--- src/include/hist_consts.svh ---
`ifndef HIST_CONSTS_SVH
`define HIST_CONSTS_SVH

// events per pixel before the pixel index moves on
`define HIST_DATA_NUM 4

// pixels per acquisition
`define HIST_PIXEL_NUM 2

// acquisitions per frame
`define HIST_ACQ_NUM 2

// bin number width, 8 bins
`define HIST_BIN_W 3

// bin count width, saturates at 3
`define HIST_COUNT_W 2

// derived counter widths
`define HIST_DATA_W ($clog2(`HIST_DATA_NUM))
`define HIST_PIXEL_W ($clog2(`HIST_PIXEL_NUM))
`define HIST_ACQ_W ($clog2(`HIST_ACQ_NUM))

// bank address is {acq, pixel, bin}
`define HIST_ADDR_W (`HIST_ACQ_W + `HIST_PIXEL_W + `HIST_BIN_W)

// words per bank
`define HIST_DEPTH (`HIST_ACQ_NUM * `HIST_PIXEL_NUM * (1 << `HIST_BIN_W))

`endif

--- src/logic/hist_pkg.sv ---
`include "hist_consts.svh"

package hist_pkg;

    // quantised arrival time of one event
    typedef logic [`HIST_BIN_W-1:0] bin_t;

    // per-bin event count
    typedef logic [`HIST_COUNT_W-1:0] count_t;

    // word address in one bank, acq index on top, bin at the bottom
    typedef logic [`HIST_ADDR_W-1:0] bank_addr_t;

    // event index inside one pixel
    typedef logic [`HIST_DATA_W-1:0] data_idx_t;

    // pixel index inside one acquisition
    typedef logic [`HIST_PIXEL_W-1:0] pixel_idx_t;

    // acquisition index inside one frame
    typedef logic [`HIST_ACQ_W-1:0] acq_idx_t;

    // control states
    // st_clear   sweep zeros into the active bank
    // st_collect count incoming events
    // st_swap    one cycle gap before the bank flips
    typedef enum logic [1:0] {
        st_clear,
        st_collect,
        st_swap
    } ctrl_state_t;

endpackage

--- src/logic/hist_ctrl.sv ---
`timescale 1ns/1ps
`include "hist_consts.svh"

module hist_ctrl (
    input  logic                 clk,
    input  logic                 res,
    input  logic                 wr_en,
    input  hist_pkg::bin_t       bin,
    output logic                 acc_en,
    output hist_pkg::bank_addr_t acc_addr,
    output logic                 clr_en,
    output hist_pkg::bank_addr_t clr_addr,
    output logic                 his_num,
    output logic                 busy,
    output logic                 frame_done
);
    import hist_pkg::*;

    ctrl_state_t state;
    ctrl_state_t state_nxt;
    data_idx_t   data_cnt;
    pixel_idx_t  pixel_idx;
    acq_idx_t    acq_idx;
    logic        data_last;
    logic        pixel_last;
    logic        acq_last;
    logic        frame_last;
    logic        clr_last;

    // wrap points of the three nested counters
    assign data_last  = (data_cnt == data_idx_t'(`HIST_DATA_NUM - 1));
    assign pixel_last = (pixel_idx == pixel_idx_t'(`HIST_PIXEL_NUM - 1));
    assign acq_last   = (acq_idx == acq_idx_t'(`HIST_ACQ_NUM - 1));

    // last event of the frame
    assign frame_last = acc_en && data_last && pixel_last && acq_last;

    // end of the clear sweep
    assign clr_last = (clr_addr == bank_addr_t'(`HIST_DEPTH - 1));

    // events only taken while collecting, dropped silently otherwise
    assign acc_en   = wr_en && (state == st_collect);
    assign acc_addr = {acq_idx, pixel_idx, bin};

    assign clr_en = (state == st_clear);
    assign busy   = (state != st_collect);

    always_comb begin
        state_nxt = state;
        case (state)
            st_clear: begin
                if (clr_last) begin
                    state_nxt = st_collect;
                end
            end
            st_collect: begin
                if (frame_last) begin
                    state_nxt = st_swap;
                end
            end
            st_swap: begin
                // new bank is cleared right after the flip
                state_nxt = st_clear;
            end
            default: begin
                state_nxt = st_clear;
            end
        endcase
    end

    // reset starts with a clear of bank 0
    always_ff @(posedge clk or negedge res) begin
        if (!res) begin
            state <= st_clear;
        end else begin
            state <= state_nxt;
        end
    end

    // clear sweep address
    always_ff @(posedge clk or negedge res) begin
        if (!res) begin
            clr_addr <= '0;
        end else if (clr_en) begin
            clr_addr <= clr_last ? '0 : clr_addr + 1'b1;
        end
    end

    // event -> pixel -> acquisition nesting
    always_ff @(posedge clk or negedge res) begin
        if (!res) begin
            data_cnt  <= '0;
            pixel_idx <= '0;
            acq_idx   <= '0;
        end else if (acc_en) begin
            if (data_last) begin
                data_cnt <= '0;
                if (pixel_last) begin
                    pixel_idx <= '0;
                    if (acq_last) begin
                        acq_idx <= '0;
                    end else begin
                        acq_idx <= acq_idx + 1'b1;
                    end
                end else begin
                    pixel_idx <= pixel_idx + 1'b1;
                end
            end else begin
                data_cnt <= data_cnt + 1'b1;
            end
        end
    end

    // bank flip and frame-done pulse, both leave the swap state together
    always_ff @(posedge clk or negedge res) begin
        if (!res) begin
            his_num    <= 1'b0;
            frame_done <= 1'b0;
        end else begin
            frame_done <= (state == st_swap);
            if (state == st_swap) begin
                his_num <= ~his_num;
            end
        end
    end

endmodule

--- src/logic/hist_accum.sv ---
`timescale 1ns/1ps

module hist_accum (
    input  logic                 clk,
    input  logic                 res,
    input  logic                 acc_en,
    input  hist_pkg::bank_addr_t acc_addr,
    output logic                 ram_rd_en,
    output hist_pkg::bank_addr_t ram_rd_addr,
    input  hist_pkg::count_t     ram_rd_data,
    output logic                 ram_wr_en,
    output hist_pkg::bank_addr_t ram_wr_addr,
    output hist_pkg::count_t     ram_wr_data
);
    import hist_pkg::*;

    logic       s1_vld;
    bank_addr_t s1_addr;
    logic       prev_vld;
    bank_addr_t prev_addr;
    count_t     prev_data;
    count_t     base;
    count_t     next_cnt;

    // increment that sticks at all ones
    function automatic count_t sat_inc(input count_t cnt);
        count_t res_cnt;
        res_cnt = (cnt == '1) ? cnt : count_t'(cnt + 1'b1);
        return res_cnt;
    endfunction

    // stage 1, issue the read straight from the event
    assign ram_rd_en   = acc_en;
    assign ram_rd_addr = acc_addr;

    // stage 2 source
    // newest pending write first, then the write that landed with our read
    always_comb begin
        if (ram_wr_en && (ram_wr_addr == s1_addr)) begin
            base = ram_wr_data;
        end else if (prev_vld && (prev_addr == s1_addr)) begin
            base = prev_data;
        end else begin
            base = ram_rd_data;
        end
    end

    assign next_cnt = sat_inc(base);

    // valid flags of the pipe
    always_ff @(posedge clk or negedge res) begin
        if (!res) begin
            s1_vld    <= 1'b0;
            ram_wr_en <= 1'b0;
            prev_vld  <= 1'b0;
        end else begin
            s1_vld    <= acc_en;
            ram_wr_en <= s1_vld;
            prev_vld  <= ram_wr_en;
        end
    end

    // payload, qualified by the flags above
    always_ff @(posedge clk) begin
        s1_addr     <= acc_addr;
        ram_wr_addr <= s1_addr;
        ram_wr_data <= next_cnt;
        // copy of the write committed this edge
        prev_addr   <= ram_wr_addr;
        prev_data   <= ram_wr_data;
    end

endmodule

--- src/logic/hist_bank_ram.sv ---
`timescale 1ns/1ps
`include "hist_consts.svh"

module hist_bank_ram (
    input  logic                 clk,
    input  logic                 his_num,
    input  logic                 rd_en,
    input  logic                 wr_en,
    input  logic                 clr_en,
    input  hist_pkg::bank_addr_t rd_addr,
    input  hist_pkg::bank_addr_t wr_addr,
    input  hist_pkg::bank_addr_t clr_addr,
    input  hist_pkg::count_t     wr_data,
    output hist_pkg::count_t     rd_data,
    input  logic                 ro_en,
    input  hist_pkg::bank_addr_t ro_addr,
    output hist_pkg::count_t     ro_data
);
    import hist_pkg::*;

    // two banks, ping-pong
    count_t mem [2][`HIST_DEPTH];

    // bank of the accumulation write
    // trails his_num by a cycle so the last write of a frame
    // still lands in the bank that is being frozen
    logic wr_bank;

    always_ff @(posedge clk) begin
        wr_bank <= his_num;
    end

    // clear wins over accumulation inside one bank
    always_ff @(posedge clk) begin
        for (int b = 0; b < 2; b++) begin
            if (clr_en && (his_num == 1'(b))) begin
                mem[b][clr_addr] <= '0;
            end else if (wr_en && (wr_bank == 1'(b))) begin
                mem[b][wr_addr] <= wr_data;
            end
        end
    end

    // accumulation read from the active bank
    always_ff @(posedge clk) begin
        if (rd_en) begin
            rd_data <= mem[his_num][rd_addr];
        end
    end

    // readout from the frozen bank
    always_ff @(posedge clk) begin
        if (ro_en) begin
            ro_data <= mem[~his_num][ro_addr];
        end
    end

endmodule

--- src/logic/hist_readout.sv ---
`timescale 1ns/1ps
`include "hist_consts.svh"

module hist_readout (
    input  logic                 clk,
    input  logic                 res,
    input  logic                 rd_start,
    output logic                 ro_en,
    output hist_pkg::bank_addr_t ro_addr,
    input  hist_pkg::count_t     ro_data,
    output logic                 rd_busy,
    output logic                 rd_valid,
    output hist_pkg::bank_addr_t rd_addr,
    output hist_pkg::count_t     rd_data
);
    import hist_pkg::*;

    logic sweep_last;

    assign sweep_last = (ro_addr == bank_addr_t'(`HIST_DEPTH - 1));

    // sweep runs while ro_en is high, one address per cycle
    always_ff @(posedge clk or negedge res) begin
        if (!res) begin
            ro_en   <= 1'b0;
            ro_addr <= '0;
        end else if (ro_en) begin
            ro_addr <= sweep_last ? '0 : ro_addr + 1'b1;
            if (sweep_last) begin
                ro_en <= 1'b0;
            end
        end else if (rd_start && !rd_busy) begin
            // start only when fully idle
            ro_en   <= 1'b1;
            ro_addr <= '0;
        end
    end

    // one cycle behind the address, in step with the read data
    always_ff @(posedge clk or negedge res) begin
        if (!res) begin
            rd_valid <= 1'b0;
        end else begin
            rd_valid <= ro_en;
        end
    end

    always_ff @(posedge clk) begin
        rd_addr <= ro_addr;
    end

    // busy until the last word has gone out
    assign rd_busy = ro_en || rd_valid;

    // synchronous read data is already aligned with rd_valid
    assign rd_data = ro_data;

endmodule

--- src/logic/hist_builder.sv ---
`timescale 1ns/1ps

module hist_builder (
    input  logic                 clk,
    input  logic                 res,
    input  logic                 wr_en,
    input  hist_pkg::bin_t       bin,
    input  logic                 rd_start,
    output logic                 busy,
    output logic                 his_num,
    output logic                 frame_done,
    output logic                 rd_busy,
    output logic                 rd_valid,
    output hist_pkg::bank_addr_t rd_addr,
    output hist_pkg::count_t     rd_data
);
    import hist_pkg::*;

    // event path, ctrl to accumulator
    logic       acc_en;
    bank_addr_t acc_addr;

    // clear sweep
    logic       clr_en;
    bank_addr_t clr_addr;

    // accumulator to active bank
    logic       ram_rd_en;
    bank_addr_t ram_rd_addr;
    count_t     ram_rd_data;
    logic       ram_wr_en;
    bank_addr_t ram_wr_addr;
    count_t     ram_wr_data;

    // readout to frozen bank
    logic       ro_en;
    bank_addr_t ro_addr;
    count_t     ro_data;

    hist_ctrl u_ctrl (
        .clk        (clk),
        .res        (res),
        .wr_en      (wr_en),
        .bin        (bin),
        .acc_en     (acc_en),
        .acc_addr   (acc_addr),
        .clr_en     (clr_en),
        .clr_addr   (clr_addr),
        .his_num    (his_num),
        .busy       (busy),
        .frame_done (frame_done)
    );

    hist_accum u_accum (
        .clk         (clk),
        .res         (res),
        .acc_en      (acc_en),
        .acc_addr    (acc_addr),
        .ram_rd_en   (ram_rd_en),
        .ram_rd_addr (ram_rd_addr),
        .ram_rd_data (ram_rd_data),
        .ram_wr_en   (ram_wr_en),
        .ram_wr_addr (ram_wr_addr),
        .ram_wr_data (ram_wr_data)
    );

    hist_bank_ram u_bank_ram (
        .clk      (clk),
        .his_num  (his_num),
        .rd_en    (ram_rd_en),
        .wr_en    (ram_wr_en),
        .clr_en   (clr_en),
        .rd_addr  (ram_rd_addr),
        .wr_addr  (ram_wr_addr),
        .clr_addr (clr_addr),
        .wr_data  (ram_wr_data),
        .rd_data  (ram_rd_data),
        .ro_en    (ro_en),
        .ro_addr  (ro_addr),
        .ro_data  (ro_data)
    );

    hist_readout u_readout (
        .clk      (clk),
        .res      (res),
        .rd_start (rd_start),
        .ro_en    (ro_en),
        .ro_addr  (ro_addr),
        .ro_data  (ro_data),
        .rd_busy  (rd_busy),
        .rd_valid (rd_valid),
        .rd_addr  (rd_addr),
        .rd_data  (rd_data)
    );

endmodule

--- config.mk ---
export PLATFORM = sky130hd
export DESIGN_NAME = hist_builder
export DESIGN_NICKNAME = d
export VERILOG_FILES = /design/src/logic/hist_pkg.sv /design/src/logic/hist_ctrl.sv /design/src/logic/hist_accum.sv /design/src/logic/hist_bank_ram.sv /design/src/logic/hist_readout.sv /design/src/logic/hist_builder.sv
export VERILOG_INCLUDE_DIRS = /design/src /design/src/include
export SDC_FILE = /design/constraint.sdc
export NUM_CORES = 1
export LEC_CHECK = 0
export ABC_AREA = 1
export BUFFER_PORTS_ARGS = -buffer_cell sky130_fd_sc_hd__buf_2
export CAP_MARGIN = 40
export CORE_MARGIN = 5
export CORE_UTILIZATION = 26
export CTS_CLUSTER_SIZE = 25
export DETAILED_ROUTE_END_ITERATION = 10
export GPL_TIMING_DRIVEN = 1
export HOLD_SLACK_MARGIN = 0.12
export PLACE_DENSITY_LB_ADDON = 0.25
export SKIP_LAST_GASP = 1
export SLEW_MARGIN = 30
export SYNTH_ARGS = -nofsm -noshare
export SYNTH_HDL_FRONTEND = slang
export SYNTH_SLANG_ARGS = --single-unit
--- constraint.sdc ---
create_clock -name clk -period 1.8 [get_ports clk]
set_clock_uncertainty 0.1 [all_clocks]
set_input_delay 0.18 -clock clk [delete_from_list [all_inputs] [get_ports clk]]
set_output_delay 0.18 -clock clk [all_outputs]
set_load 0.005 [all_outputs]
## Word-level counts from Yosys, hierarchy flattened

Memories as Yosys holds them, arrays and structs flattened.
Cells that the tools add are included.

| word-level totals | value |
|---|---|
| bits in registers | 52 |
| bits in writable memories | 128 |
| input port bits | 7 |
| output and inout bits | 12 |
| logic and storage cells | 364 |
| memories | 1 |

Memories:

| memory | words | bits a word | rd ports | clocked after memory_dff | wr ports | line | text |
|---|---|---|---|---|---|---|---|
| u_bank_ram.mem | 2 | 64 | 2 | 0 | 2 | hist_bank_ram.sv:22 | `` count_t mem [2][`HIST_DEPTH]; `` |

| cells by class | value |
|---|---|
| add/subtract/negate cells | 6 |
| $lt $le $gt $ge | 6 |
| equal/unequal tests | 11 |
| multiplexer cells | 164 |
| bitwise gates (word level) | 134 |
| reductions and logical operators | 20 |

Operator list:

| operator | number |
|---|---|
| two-way mux 64 bit | 4 |
| two-way mux 1 bit | 139 |
| bitwise OR 1 bit | 128 |
| greater-or-equal comparator 6 bit (second input constant) | 4 |
| two-way mux 2 bit | 12 |
| inverter 5 -> 6 bit | 4 |
| binary-select mux 2 bit (select 5 bit) | 2 |
| demux 2 bit (select 5 bit) | 2 |
| two-way mux 5 bit | 4 |
| logical AND 1 bit | 13 |
| < comparator 6 x 1 -> 1 bit (second input constant) | 2 |
| adder 5 x 1 -> 5 bit (second input constant) | 2 |
| == test 5 bit | 2 |
| == test 5 bit (second input constant) | 2 |
| == test 2 bit (second input constant) | 3 |
| adder 2 x 1 -> 2 bit (second input constant) | 2 |
| != test 2 x 1 -> 1 bit (second input constant) | 2 |
| one-hot mux 2 bit (2 select lines) | 1 |
| AND reduction 2 bit | 2 |
| AND reduction 3 bit | 1 |
| adder 1 bit (second input constant) | 2 |
| == test 2 x 1 -> 1 bit (second input constant) | 1 |
| logical NOT 2 bit | 1 |
| != test 2 bit (second input constant) | 1 |
| 4 further kinds | 5 |

## Longest topological paths before layout

Gate-level depths: netlist (run 1).

| logic depth | value |
|---|---|
| depth in word-level cells | 7 |
| depth in mapped cells | 12 |
| gate-level depth less buffers | 9 |

## Modules after synthesis

A second synthesis (run 1) with hierarchy kept.

| second synthesis, totals | value |
|---|---|
| cell total of the unflattened synthesis | 1335 |
| area total of the unflattened synthesis | 10082.2 um^2 |

Modules (own cells, without submodules):

| module | instances | cells an instance | area each (um^2) | seq. area each (um^2) |
|---|---|---|---|---|
| hist_bank_ram | 1 | 1122 | 8134.1 | 3983.8 |
| hist_accum | 1 | 94 | 837.1 | 455.4 |
| hist_ctrl | 1 | 71 | 648.1 | 325.3 |
| hist_readout | 1 | 48 | 462.9 | 275.3 |

## Least setup slack after synthesis (run 1)

No wires, ideal clock.

| path | value |
|---|---|
| path type | register to register |
| start | register u_ctrl.state[1] |
| end | memory u_bank_ram.mem[1][48] (netlist bit) (enable) |
| library setup time | 0.327 ns |
| arrival | 1.227 ns |
| required time | 1.373 ns |
| setup slack | 0.146 ns |
| stages on the path, launching flop included | 7 |
| path buffers | 1 |
| period minus slack after synthesis | 1.654 ns |
| cell sequence | dfrtp_1 -> nor2_4 -> inv_2 -> nor2_1 -> inv_1 -> clkbuf_1 -> o21ai_0 |

RTL lines:

| what | line | text |
|---|---|---|
| start: declaration | hist_ctrl.sv:19 | `ctrl_state_t state;` |
| start signal: assignment | hist_ctrl.sv:74 | `state <= st_clear;` |
| start signal: assignment | hist_ctrl.sv:76 | `state <= state_nxt;` |
| end: declaration | hist_bank_ram.sv:22 |  |

## Final worst setup path (run 1)

| path | value |
|---|---|
| start | register u_ctrl.his_num |
| end | register u_bank_ram.ro_data[0] (data pin) |

| between the ends | value |
|---|---|
| longest elaborated chain between the ends | 5 |

RTL lines:

| what | line | text |
|---|---|---|
| start: declaration | hist_ctrl.sv:13 | `output logic his_num,` |
| start signal: assignment | hist_ctrl.sv:122 | `his_num <= ~his_num;` |
| inverter 1 bit | hist_bank_ram.sv:54 | `ro_data <= mem[~his_num][ro_addr];` |
| memory (2 x 64 bit) | n/a |  |
| binary-select mux 2 bit (select 5 bit) | hist_bank_ram.sv:54 |  |
| two-way mux 2 bit (implied by the code) (2 in a row) | hist_bank_ram.sv:54 |  |
| end signal: assignment | hist_bank_ram.sv:54 |  |
| end: declaration | hist_bank_ram.sv:17 | `output hist_pkg::count_t ro_data` |

No other way between the ends. The select of a mux whose other input is x is not followed.
A chain may end at the register's enable or synchronous reset.

==> key figures, run 1 <==
Synthesis
  – Number of instances in the synthesized netlist: 1287
  – Post-synth EDFFs: 132
  – Netlist area before placement: 9880 um2
  – Post-Synthesis Net Count: 1302
  – Biggest area consumer among synthesized cells: edfxtp_1
  – Post-synth top area share: 40.1%
  – Most common cell in the synthesized netlist: nand2_1
  – Flip-flop cell with the highest count after synthesis: edfxtp_1
  – Synthesized area per cell: 7.68 um2
  – Number of warnings issued by yosys: 0
  – Share of synthesized registers carrying an async set or reset: 12.8%
  – Leading post-synthesis cells by instance count: nand2_1, nor2_1, nand3_1
  – Synthesized flop and latch total: 180
  – Synth unique cells: 30
  – Register area share after synthesis: 51.0%
  – Dominant cells by area after synthesis: edfxtp_1, nand2_1, nand3_1

Detailed routing
  – Vias per cell: 4.90
  – Post-DR wirelength/cell: 18.3 um
  – Detailed-routing iteration count for the pre-antenna-repair pass: 5
  – Vias: about 9500
  – Count of unresolved DRC violations after routing: 0
  – Remaining antenna violation count: 0
  – Detailed Route WL: about 35 mm
  – Initial DRC Count: 1027

Timing
  – Hold violation total from the final report: 0
  – Fmax: 0.527 GHz
  – Setup repair after global routing missed its margin: true
  – Post-route worst setup slack: -0.0975 ns
  – Portion of the clock cycle consumed by the worst path in the final layout: 105%
  – TNS Setup: -5.51 ns
  – Slew at the pin closest to its max-slew limit: 0.674 ns
  – Final count of pins violating max slew: 0
  – Final Setup Violations: 145
  – Worst relative slew slack: 55.0%
  – Shortest clock period the worst path allows after layout: about 1.9 ns

Power and ir drop
  – Max IR drop VDD: 0.000944 V
  – Clock share of power: 19.9%
  – Cell-internal power: 0.0103 W
  – Share of power burned in registers: 30.3%
  – Standby leakage power: between 5 and 6 nW
  – Switch share: 44.1%
  – Net switching power: 0.00814 W
  – Combinational share of power: ~50%
  – Power density cells: about 1400 nW/um2

Cells and area
  – Diode count: 0
  – Post-layout instance count excluding filler cells: 1931
  – Post-layout net count: 1422
  – Fraction of final layout cells sized beyond drive strength 1: 22.5%
  – Finished Cell Area: 13000 um2
  – Area overhead of the layout relative to synthesis: 31.2%

Job
  – Number of max-capacitance violations reported: 0

Worst hold path
  – Classification of the worst-slack hold path: in -> async

Placed design
  – Number of placed cells counting well taps: 1871
  – Detailed Place HPWL: 22.3 mm
  – Post-place instance area: ~11000 um2
  – Placer Congestion: 0.902
  – Port Buf Inserts: 18

GRT
  – Via count of the first global-routing pass: between 8000 and 9000
  – Largest net degree at the start of global routing: 67
  – Total gr overflow: 0
  – Overall routing resource usage: 15.9%
  – Wire length of the first global-routing pass: 50.1 mm
  – Number of antenna violations at the first check in global routing: 1

Floorplan
  – Die height: 205 um
  – Total Die Area: around 42000 um2
  – X dimension of the die: 205 um
  – Number of I/O pins: 19
  – Initial cell density of the core: 26.3%
  – Placeable core area: 37600 um2
  – Standard-cell row count: 71

Clock network
  – Buffer type at the clock tree root: clkbuf_16
  – Clock latency of the later-clocked register in the worst-skew pair: about 0.45 ns
  – Cts bufs inserted: 17
  – Clk sink count: 180
  – Max H-tree Level: 4
  – CTS tree: yes
  – Largest buffer count on any clock path: 2
  – Register clock-pin slew on the reported worst setup and hold paths: 0.07 ns

Worst setup path
  – Required time worst endpoint: 1.91 ns
  – Crit path DAT: 2.01 ns
  – Critical Path Start Type: flop
  – Kind of critical path: reg -> reg
  – Critical-path maximum fanout: 36
  – Endpoint kind of the worst setup timing path: flop

Outcome
  – Violated checks: setup timing
  – Status: finished with violations
## cell families after synthesis
logic type | count (synthesis) | share of synthesized area, %
AO/OA/AOI/OAI | 125 | 6.64
XOR/XNOR | 6 | 0.532
adder cells (fa/ha/maj) | 8 | 1.01
buffers and inverters | 134 | 6.24
flip-flops | 180 | 51.0
AND/OR/NAND/NOR | 834 | 34.6
## worst max-delay path, cell delays in order, from the launching register on
cell,delay (ns)
dfrtp_4,0.52
buf_4,0.16
buf_12,0.16
nand2_1,0.07
nand3_1,0.10
nand3_1,0.14
nand3_2,0.10
nand3_2,0.10
nand2_2,0.08
nand2_1,0.06
nand2_1,0.05
## area by class of cell
| class | instances | area (um2) |
|---|---|---|
| Timing Repair Buffer | 178 | 1840 |
| Inverter | 56 | 226 |
| Clock inverter | 14 | 129 |
| Multi-Input combinational cell | 973 | 4640 |
| Timing Repair inverter | 1 | 16.3 |
| Fill cell | 3951 | 24600 |
| Tap cell | 511 | 639 |
| Clock buffer | 18 | 429 |
| Sequential cell | 180 | 5040 |
## per-layer routing
| layer | up-vias | GRT usage (%) | share of wire [%] |
|---|---|---|---|
| met2 | 395 | 25.6 | 45 |
| met3 | 65 | 3.20 | 8.0 |
| met4 | 2 | 5.74 | 3.0 |
| met5 | - | 0 | 0.037 |
| met1 | 4477 | 21.2 | 44 |
| li1 | 4520 | - | - |
## final timing paths
path                                startpoint                    end  slack, ns  cells past startpoint
worst max register to register  u_ctrl.his_num  u_bank_ram.ro_data[0]       -0.1                     10
worst min-delay path                       res   u_readout.ro_addr[4]       0.19                      2
worst min register to register  u_accum.s1_vld      u_accum.ram_wr_en       0.25                      0
worst max-delay path            u_ctrl.his_num  u_bank_ram.ro_data[0]       -0.1                     10
max in group asynchronous                  res         u_ctrl.his_num       0.91                      2
min in group clk                u_accum.s1_vld      u_accum.ram_wr_en       0.25                      0
## metrics by stage
step           util (%)  hold slack [ns]  power [W]  worst slack (ns)
6_report           34.5            0.188     0.0185           -0.0975
5_1_grt            34.5            0.241     0.0195            -0.186
4_1_cts            32.6            0.203     0.0173           -0.0697
3_5_place_dp       30.5            0.146     0.0133            -0.198
3_3_place_gp       30.5            0.144     0.0132            -0.124
2_1_floorplan         -           -0.216     0.0100             0.146
## state kept, by name, indices dropped and copies added, names as in the netlist, 2 cells and up
name,count
u_readout.ro_addr,5
u_accum.prev_data,2
u_bank_ram.ro_data,2
u_ctrl.data_cnt,2
u_readout.rd_addr,5
u_ctrl.state,2
u_accum.ram_wr_addr,5
u_accum.s1_addr,5
u_accum.prev_addr,5
u_ctrl.clr_addr,5
u_bank_ram.mem,128
u_accum.ram_wr_data,2
u_bank_ram.rd_data,2
## what timing repair did
action                                  in CTS  in global routing
endpoints found under the hold margin       36                  0
buffers inserted                             4                  7
resized for setup                           59                135
cloned                                       3                 12
endpoints found under the setup margin     102                194
hold buffers                                 6                  0
pin swaps                                    2                 13
## power by group through the flow
stage | logic (W) | clock network [W] | registers [W]
after floorplan | 0.00454 | 0 | 0.00548
after global placement | 0.00753 | 0 | 0.00568
after detailed placement | 0.00758 | 0 | 0.00568
after CTS | 0.00794 | 0.00378 | 0.00560
after global routing | 0.00992 | 0.00393 | 0.00566
final | 0.00919 | 0.00368 | 0.00559
## cell usage in the layout (no fill, tap or decap), types with 6 or more instances in the layout
master / netlist / final
nand2_1: 408 / 387
nor2_1: 209 / 202
nand3_1: 207 / 192
edfxtp_1: 132 / 132
buf_4: 7 / 116
o21ai_2: 0 / 56
inv_1: 51 / 49
clkbuf_16: 0 / 27
dfxtp_1: 25 / 25
o21ai_0: 87 / 24
dfrtp_1: 23 / 22
nand2_2: 0 / 20
buf_12: 0 / 18
buf_2: 32 / 18
nand3_2: 0 / 15
a21oi_1: 19 / 14
o21ai_1: 4 / 10
ha_1: 8 / 8
o22ai_1: 7 / 7
o211ai_1: 6 / 6
nor2_4: 1 / 6
buf_16: 0 / 6
dlygate4sd3_1: 0 / 6
Power figures use the tool's default switching activity.
==> inputs of run 2 (changes only) <==
CORE_MARGIN = 1   (was 5)
REMOVE_ABC_BUFFERS = 1   (was default)
==> run 2 against run 1 <==
  * Count of clock-buffer cells in the layout unchanged
  * Die area decreased by 7.7%
  * Fmax down 1.1%
  * The flow still finishes with violations (setup timing)
  * Clock power grew 2%
  * Register-to-register slack worse by 0.02 ns
  * First-iteration DRC count fell by 21%
  * Via count fell by 2.5%
  * Critical path depth fell by 2
  * Cell count shrank 0.78%
==> key figures, run 2 (synthesis results as in run 1) <==
Power and ir drop
  – Combinational share of power: 47.2% (-2.6 points)
  – Standby leakage power: 5.24 nW (-4.7%)
  – Max IR drop VDD: 0.000787 V (-17%)
  – Net switching power: 0.00776 W (-4.7%)
  – Switch share: 43.8% (-0.35 points)
  – Share of power burned in registers: 31.6% (+1.3 points)
  – Clock share of power: 21.2% (+1.3 points)
  – Power density cells: 1430 nW/um2 (+0.42%)
  – Cell-internal power: 0.00997 W (-3.3%)

Clock network
  – Cts bufs inserted: 17 (unchanged)
  – CTS tree: yes
  – Max H-tree Level: 4 (unchanged)
  – Clock latency of the later-clocked register in the worst-skew pair: 0.45 ns (about the same)
  – Largest buffer count on any clock path: 2 (unchanged)
  – Register clock-pin slew on the reported worst setup and hold paths: 0.07 ns (about the same)
  – Buffer type at the clock tree root: clkbuf_16
  – Clk sink count: 180 (unchanged)

Timing
  – TNS Setup: -5.77 ns (-0.267 ns)
  – Fmax: 0.521 GHz (-1.1%)
  – Worst relative slew slack: 46.1% (-8.9 points)
  – Hold violation total from the final report: 0 (unchanged)
  – Slew at the pin closest to its max-slew limit: 0.807 ns (+0.134 ns)
  – Worst hold margin: 0.188 ns (+0.0000710 ns)
  – Setup repair after global routing missed its margin: true
  – Portion of the clock cycle consumed by the worst path in the final layout: 107% (+1.2 points)
  – Post-route worst setup slack: -0.119 ns (-0.0210 ns)
  – Final Setup Violations: 129 (-11%)
  – Shortest clock period the worst path allows after layout: 1.92 ns (+0.0210 ns)
  – Final count of pins violating max slew: 0 (unchanged)

GRT
  – Wire length of the first global-routing pass: 50.5 mm (+0.80%)
  – Number of antenna violations at the first check in global routing: 0 (-1)
  – Total gr overflow: 0 (unchanged)
  – Largest net degree at the start of global routing: 79 (+18%)
  – Via count of the first global-routing pass: 8875 (+1.2%)
  – Overall routing resource usage: 17.4% (+1.6 points)

Worst setup path
  – Critical-path maximum fanout: 10 (-72%)
  – Reg2Reg Depth: 8 (-2)
  – Kind of critical path: reg -> reg
  – Critical Path Start Type: flop
  – Crit path DAT: 1.98 ns (-0.03 ns)
  – Endpoint kind of the worst setup timing path: flop
  – Required time worst endpoint: 1.86 ns (-0.05 ns)
  – First element of the critical path: u_ctrl.his_num
  – Reg-to-reg startpoint: u_ctrl.his_num

Detailed routing
  – Post-DR wirelength/cell: 17.4 um (-4.8%)
  – Detailed Route WL: 33.4 mm (-5.5%)
  – Count of unresolved DRC violations after routing: 0 (unchanged)
  – Initial DRC Count: 810 (-21%)
  – Detailed-routing iteration count for the pre-antenna-repair pass: 5 (unchanged)
  – Vias: 9221 (-2.5%)
  – Vias per cell: 4.81 (-1.8%)
  – Remaining antenna violation count: 0 (unchanged)

Outcome
  – Status: finished with violations
  – Violated checks: setup timing

Cells and area
  – Post-layout instance count excluding filler cells: 1916 (-0.78%)
  – Diode count: 0 (unchanged)
  – Top register by number of flip-flops: u_bank_ram.mem
  – Area overhead of the layout relative to synthesis: 25.5%
  – Sequential standard cell area: 5040 um2 (unchanged)
  – Number of flip-flops under the largest register name: 128 (unchanged)
  – Most common cell after layout, fill and taps aside: nand2_1
  – Number of fillers in the final layout: 4022 (+1.8%)
  – Post-layout net count: 1407 (-1.1%)
  – Area used by multi-input combinational logic: 4360 um2 (-6.1%)
  – Final core utilization: 33.1% (-1.4 points)
  – Commonest non-fill, non-tap cells in the layout: nand2_1, nand3_1, nor2_1
  – Fraction of final layout cells sized beyond drive strength 1: 16.8% (-5.7 points)

Floorplan
  – Placeable core area: 37500 um2 (-0.24%)
  – Total Die Area: 38800 um2 (-7.7%)
  – Number of I/O pins: 19 (unchanged)
  – Standard-cell row count: 71 (unchanged)
  – Initial cell density of the core: 26.4% (+0.062 points)
  – Die height: 197 um (-3.9%)
  – X dimension of the die: 197 um (-3.9%)

Job
  – Number of max-capacitance violations reported: 0 (unchanged)

Worst hold path
  – Classification of the worst-slack hold path: in -> async

Placed design
  – Port Buf Inserts: 18 (unchanged)
  – Number of placed cells counting well taps: 1871 (unchanged)
  – Detailed Place HPWL: 22.2 mm (-0.72%)
  – Placer Congestion: 0.882 (-2.2%)
[run 2: changes by cell type in the layout (fill, tap and decap cells not counted), sizes merged]
cell      change
buf           -6
clkinv        -7
clkinvlp      +1
clkbuf        -8
inv           +5
[run 2: final timing paths]
path                                         endpoint  slack, ns
worst min-delay path             u_readout.ro_addr[2]       0.19
min in group clk                    u_accum.ram_wr_en       0.25
worst max-delay path            u_bank_ram.mem[0][18]      -0.12
worst max register to register  u_bank_ram.mem[0][18]      -0.12
worst min register to register      u_accum.ram_wr_en       0.25
max in group asynchronous              u_ctrl.his_num       0.92
[run 2: per-stage QoR]
step	power [W]	instance area [um2]	worst slack [ns]
finish	0.0177	12400	-0.119
global placement	0.0134	11500	-0.0924
detailed placement	0.0134	11500	-0.0825
global route	0.0188	12400	-0.176
CTS	0.0173	12200	-0.0668
floorplan	0.00978	9480	-2.77
[run 2: per-layer routing]
layer	track usage [%]	part of all wire, %	up-vias
met5	0	0	-
met4	7.24	2.5	0
met3	3.17	6.3	48
met2	28.3	46	323
met1	22.8	45	4377
li1	-	-	4473
[run 2: area by class of cell]
| type | instances | share of cell area (%) |
|---|---|---|
| clock buffers | 18 | 3.46 |
| clock inverters | 14 | 1.13 |
| inverters | 56 | 1.74 |
| multi-input cells | 973 | 35.1 |
| flip-flops and latches | 180 | 40.7 |
| well taps | 511 | 5.15 |
| repair buffers | 164 | 12.7 |
[run 2: critical path: stages, from the launching register on]
cell and delay, ns:
dfrtp_4 0.55, nor2_1 0.09, inv_2 0.08, nand2_1 0.08
nor2_4 0.22, buf_12 0.18, nand2_1 0.08, o21ai_0 0.09
buf_4 0.15
[run 2: power by group through the flow]
stage	logic, W	registers (W)	clock network [W]
finish	0.00838	0.00560	0.00376
global route	0.00917	0.00566	0.00399
CTS	0.00795	0.00556	0.00383
detailed placement	0.00778	0.00565	0
global placement	0.00774	0.00564	0
floorplan	0.00394	0.00584	0
[run 2: timing repair]
action                                  4_1_cts  5_1_grt
hold buffers                                  6        0
gates resized for setup                      17       79
hold endpoints to repair                     36        0
endpoints found under the setup margin       63      175
pin swaps                                     0        1
buffers inserted                              2        1
gates cloned                                  1        3
==> inputs of run 3 (changes only) <==
BUFFER_PORTS_ARGS = -buffer_cell sky130_fd_sc_hd__buf_4   (was -buffer_cell sky130_fd_sc_hd__buf_2)
SETUP_SLACK_MARGIN = 0.15   (was default)
==> run 3 against run 2 <==
  * The run still ends with setup timing left
  * Hold slack gained 0.070 ns
  * Global-route usage grew 1.0 points
  * Non-clock buffer count grew 26
  * Critical path type unchanged
  * Critical endpoint is now u_bank_ram.mem[0][56]
  * Highest routed layer unchanged
==> key figures, run 3 (synthesis results as in run 1) <==
Outcome
  – Status: finished with violations
  – Violated checks: setup timing

Timing
  – Portion of the clock cycle consumed by the worst path in the final layout: 109% (+2.8 points)
  – Slew at the pin closest to its max-slew limit: 0.380 ns (-0.427 ns)
  – Fmax: 0.508 GHz (-2.6%)
  – Hold violation total from the final report: 0 (unchanged)
  – Final count of pins violating max slew: 0 (unchanged)
  – Shortest clock period the worst path allows after layout: 1.97 ns (+0.0503 ns)
  – Worst relative slew slack: 74.5% (+28 points)
  – Setup repair after global routing missed its margin: true
  – Final Setup Violations: 214 (+66%)
  – Post-route worst setup slack: -0.169 ns (-0.0503 ns)

Detailed routing
  – Initial DRC Count: 941 (+16%)
  – Post-DR wirelength/cell: 18.3 um (+5.0%)
  – Vias per cell: 4.87 (+1.2%)
  – Detailed-routing iteration count for the pre-antenna-repair pass: 5 (unchanged)
  – Vias: 9463 (+2.6%)
  – Detailed Route WL: 35.6 mm (+6.5%)
  – Remaining antenna violation count: 0 (unchanged)
  – Count of unresolved DRC violations after routing: 0 (unchanged)

Cells and area
  – Top register by number of flip-flops: u_bank_ram.mem
  – Commonest non-fill, non-tap cells in the layout: nand2_1, nor2_1, nand3_1
  – Finished Cell Area: 13100 um2 (+5.5%)
  – Number of fillers in the final layout: 3887 (-3.4%)
  – Fraction of final layout cells sized beyond drive strength 1: 19.5% (+2.7 points)
  – Post-layout net count: 1433 (+1.8%)
  – Number of flip-flops under the largest register name: 128 (unchanged)
  – Area used by multi-input combinational logic: 4570 um2 (+4.9%)
  – Area overhead of the layout relative to synthesis: 32.5%
  – Most common cell after layout, fill and taps aside: nand2_1
  – Sequential standard cell area: 5040 um2 (unchanged)

Worst setup path
  – Delay of the slowest cell on the worst path: 0.52 ns (-0.03 ns)
  – Worst path buffer plus inverter count: 4 (+1)
  – R2r endpoint: u_bank_ram.mem[0][56]
  – Endpoint kind of the worst setup timing path: flop
  – Critical Path Start Type: flop
  – Critical path depth in cells: 9 (+1)
  – Family of cells with the greatest summed delay on the critical path: buffers and inverters
  – Crit path DAT: 1.99 ns (about the same)
  – Max stage delay cell, worst path: dfrtp_4
  – Reg-to-reg startpoint: u_ctrl.his_num
  – Cell-by-cell listing of the critical path: buf_12 > nor2_4 > inv_2 > nand2_2 > nor2_4 > buf_6 > clkbuf_16 > nand2_1 > o21ai_0
  – Required time worst endpoint: 1.82 ns (-0.04 ns)
  – Critical-path maximum fanout: 6 (-4)
  – Kind of critical path: reg -> reg
  – Reg2Reg Depth: 9 (+1)
  – Minimum setup slack among reg-to-reg paths: -0.17 ns (-0.05 ns)
  – CP dominant cell by count: nor2_4

Floorplan
  – X dimension of the die: 197 um (unchanged)
  – Placeable core area: 37500 um2 (unchanged)
  – Total Die Area: 38800 um2 (unchanged)
  – Number of I/O pins: 19 (unchanged)
  – Initial cell density of the core: 26.4% (unchanged)
  – Die height: 197 um (unchanged)
  – Standard-cell row count: 71 (unchanged)

Worst hold path
  – Startpoint of the tightest hold check path: u_accum.s1_vld
  – Endpoint, Worst Hold: u_accum.ram_wr_en
  – Number of cells traversed by the worst hold path: 0
  – Classification of the worst-slack hold path: reg -> reg

GRT
  – Overall routing resource usage: 18.5% (+1.0 points)
  – Total gr overflow: 0 (unchanged)
  – Largest net degree at the start of global routing: 50 (-37%)
  – Wire length of the first global-routing pass: 52.9 mm (+4.8%)
  – Via count of the first global-routing pass: 9081 (+2.3%)
  – Number of antenna violations at the first check in global routing: 1 (+1)

Power and ir drop
  – Tot Pwr: 0.0187 W (+5.2%)
  – Standby leakage power: 5.71 nW (+9.1%)
  – Power density cells: 1430 nW/um2 (-0.28%)
  – Max IR drop VDD: 0.000769 V (-2.3%)

Placed design
  – Placer Congestion: 0.864 (-2.1%)
  – Post-place instance area: 11700 um2 (+1.5%)
  – Detailed Place HPWL: 23.2 mm (+4.5%)
  – Port Buf Inserts: 18 (unchanged)

Clock network
  – Clk sink count: 180 (unchanged)
  – Max H-tree Level: 4 (unchanged)
  – Register clock-pin slew on the reported worst setup and hold paths: 0.07 ns (about the same)
  – Buffer type at the clock tree root: clkbuf_16
  – Largest buffer count on any clock path: 2 (unchanged)
  – CTS tree: yes
  – Cts bufs inserted: 17 (unchanged)
  – Clock latency of the later-clocked register in the worst-skew pair: 0.44 ns (about the same)

Job
  – Number of max-capacitance violations reported: 0 (unchanged)
-- run 3: through the flow --
| stage | setup TNS (ns) | util [%] | hold slack (ns) | setup slack [ns] | std cells |
|---|---|---|---|---|---|
| 5_1_grt | -29.08 | 34.9 | 0.266 | -0.227 | 1943 |
| 3_5_place_dp | -9.63 | 31.1 | 0.0196 | -0.176 | 1882 |
| 6_report | -13.00 | 34.9 | 0.258 | -0.169 | 1943 |
| 4_1_cts | -9.25 | 33.8 | 0.258 | -0.123 | 1934 |
| 2_1_floorplan | -665.39 | - | -0.216 | -2.77 | 1209 |
| 3_3_place_gp | -4.66 | 31.1 | 0.0187 | -0.158 | 1882 |
-- run 3: final cells by class --
| class | instances | share of cell area, % |
|---|---|---|
| sequential | 180 | 38.5 |
| multi-input combinational | 973 | 34.9 |
| timing repair buffer | 190 | 15.7 |
| tap | 511 | 4.88 |
| clock buffer | 22 | 3.80 |
| inverter | 56 | 1.66 |
| clock inverter | 10 | 0.497 |
| antenna | 1 | 0.0191 |
-- run 3: layer usage --
layer	GRT usage [%]	routed length [um]	share of wire, %	vias to the layer above
met5	0	0	0	-
met4	6.17	929	2.6	0
met3	4.47	3010	8.5	55
met2	29.7	16100	45	380
met1	24.2	15600	44	4492
li1	-	-	-	4536
-- run 3: worst max path at each step --
stage               slack (ns)            from                     to
finish                   -0.17  u_ctrl.his_num  u_bank_ram.mem[0][56]
floorplan                -2.77  u_ctrl.his_num   u_bank_ram.mem[1][0]
global placement         -0.16  u_ctrl.his_num  u_bank_ram.ro_data[1]
CTS                      -0.12  u_ctrl.his_num  u_bank_ram.ro_data[1]
global route             -0.23  u_ctrl.his_num  u_bank_ram.ro_data[0]
detailed placement       -0.18  u_ctrl.his_num  u_bank_ram.ro_data[1]
-- run 3: repair_timing --
| item | 4_1_cts | 5_1_grt |
|---|---|---|
| setup endpoints to repair | 266 | 273 |
| gates resized for setup | 44 | 96 |
| hold buffers | 7 | 0 |
| hold endpoints to repair | 37 | 0 |
| cloned | 6 | 4 |
| pin swaps | 4 | 5 |
| buffers inserted | 7 | 4 |
-- run 3: where the power goes --
group | switching, W | internal, W | leakage, nW | total [W]
clock network | 0.00166 | 0.00197 | 0.288 | 0.00364
logic | 0.00581 | 0.00362 | 3.88 | 0.00943
registers | 0.000495 | 0.00510 | 1.55 | 0.00559
total | 0.00797 | 0.0107 | 5.71 | 0.0187
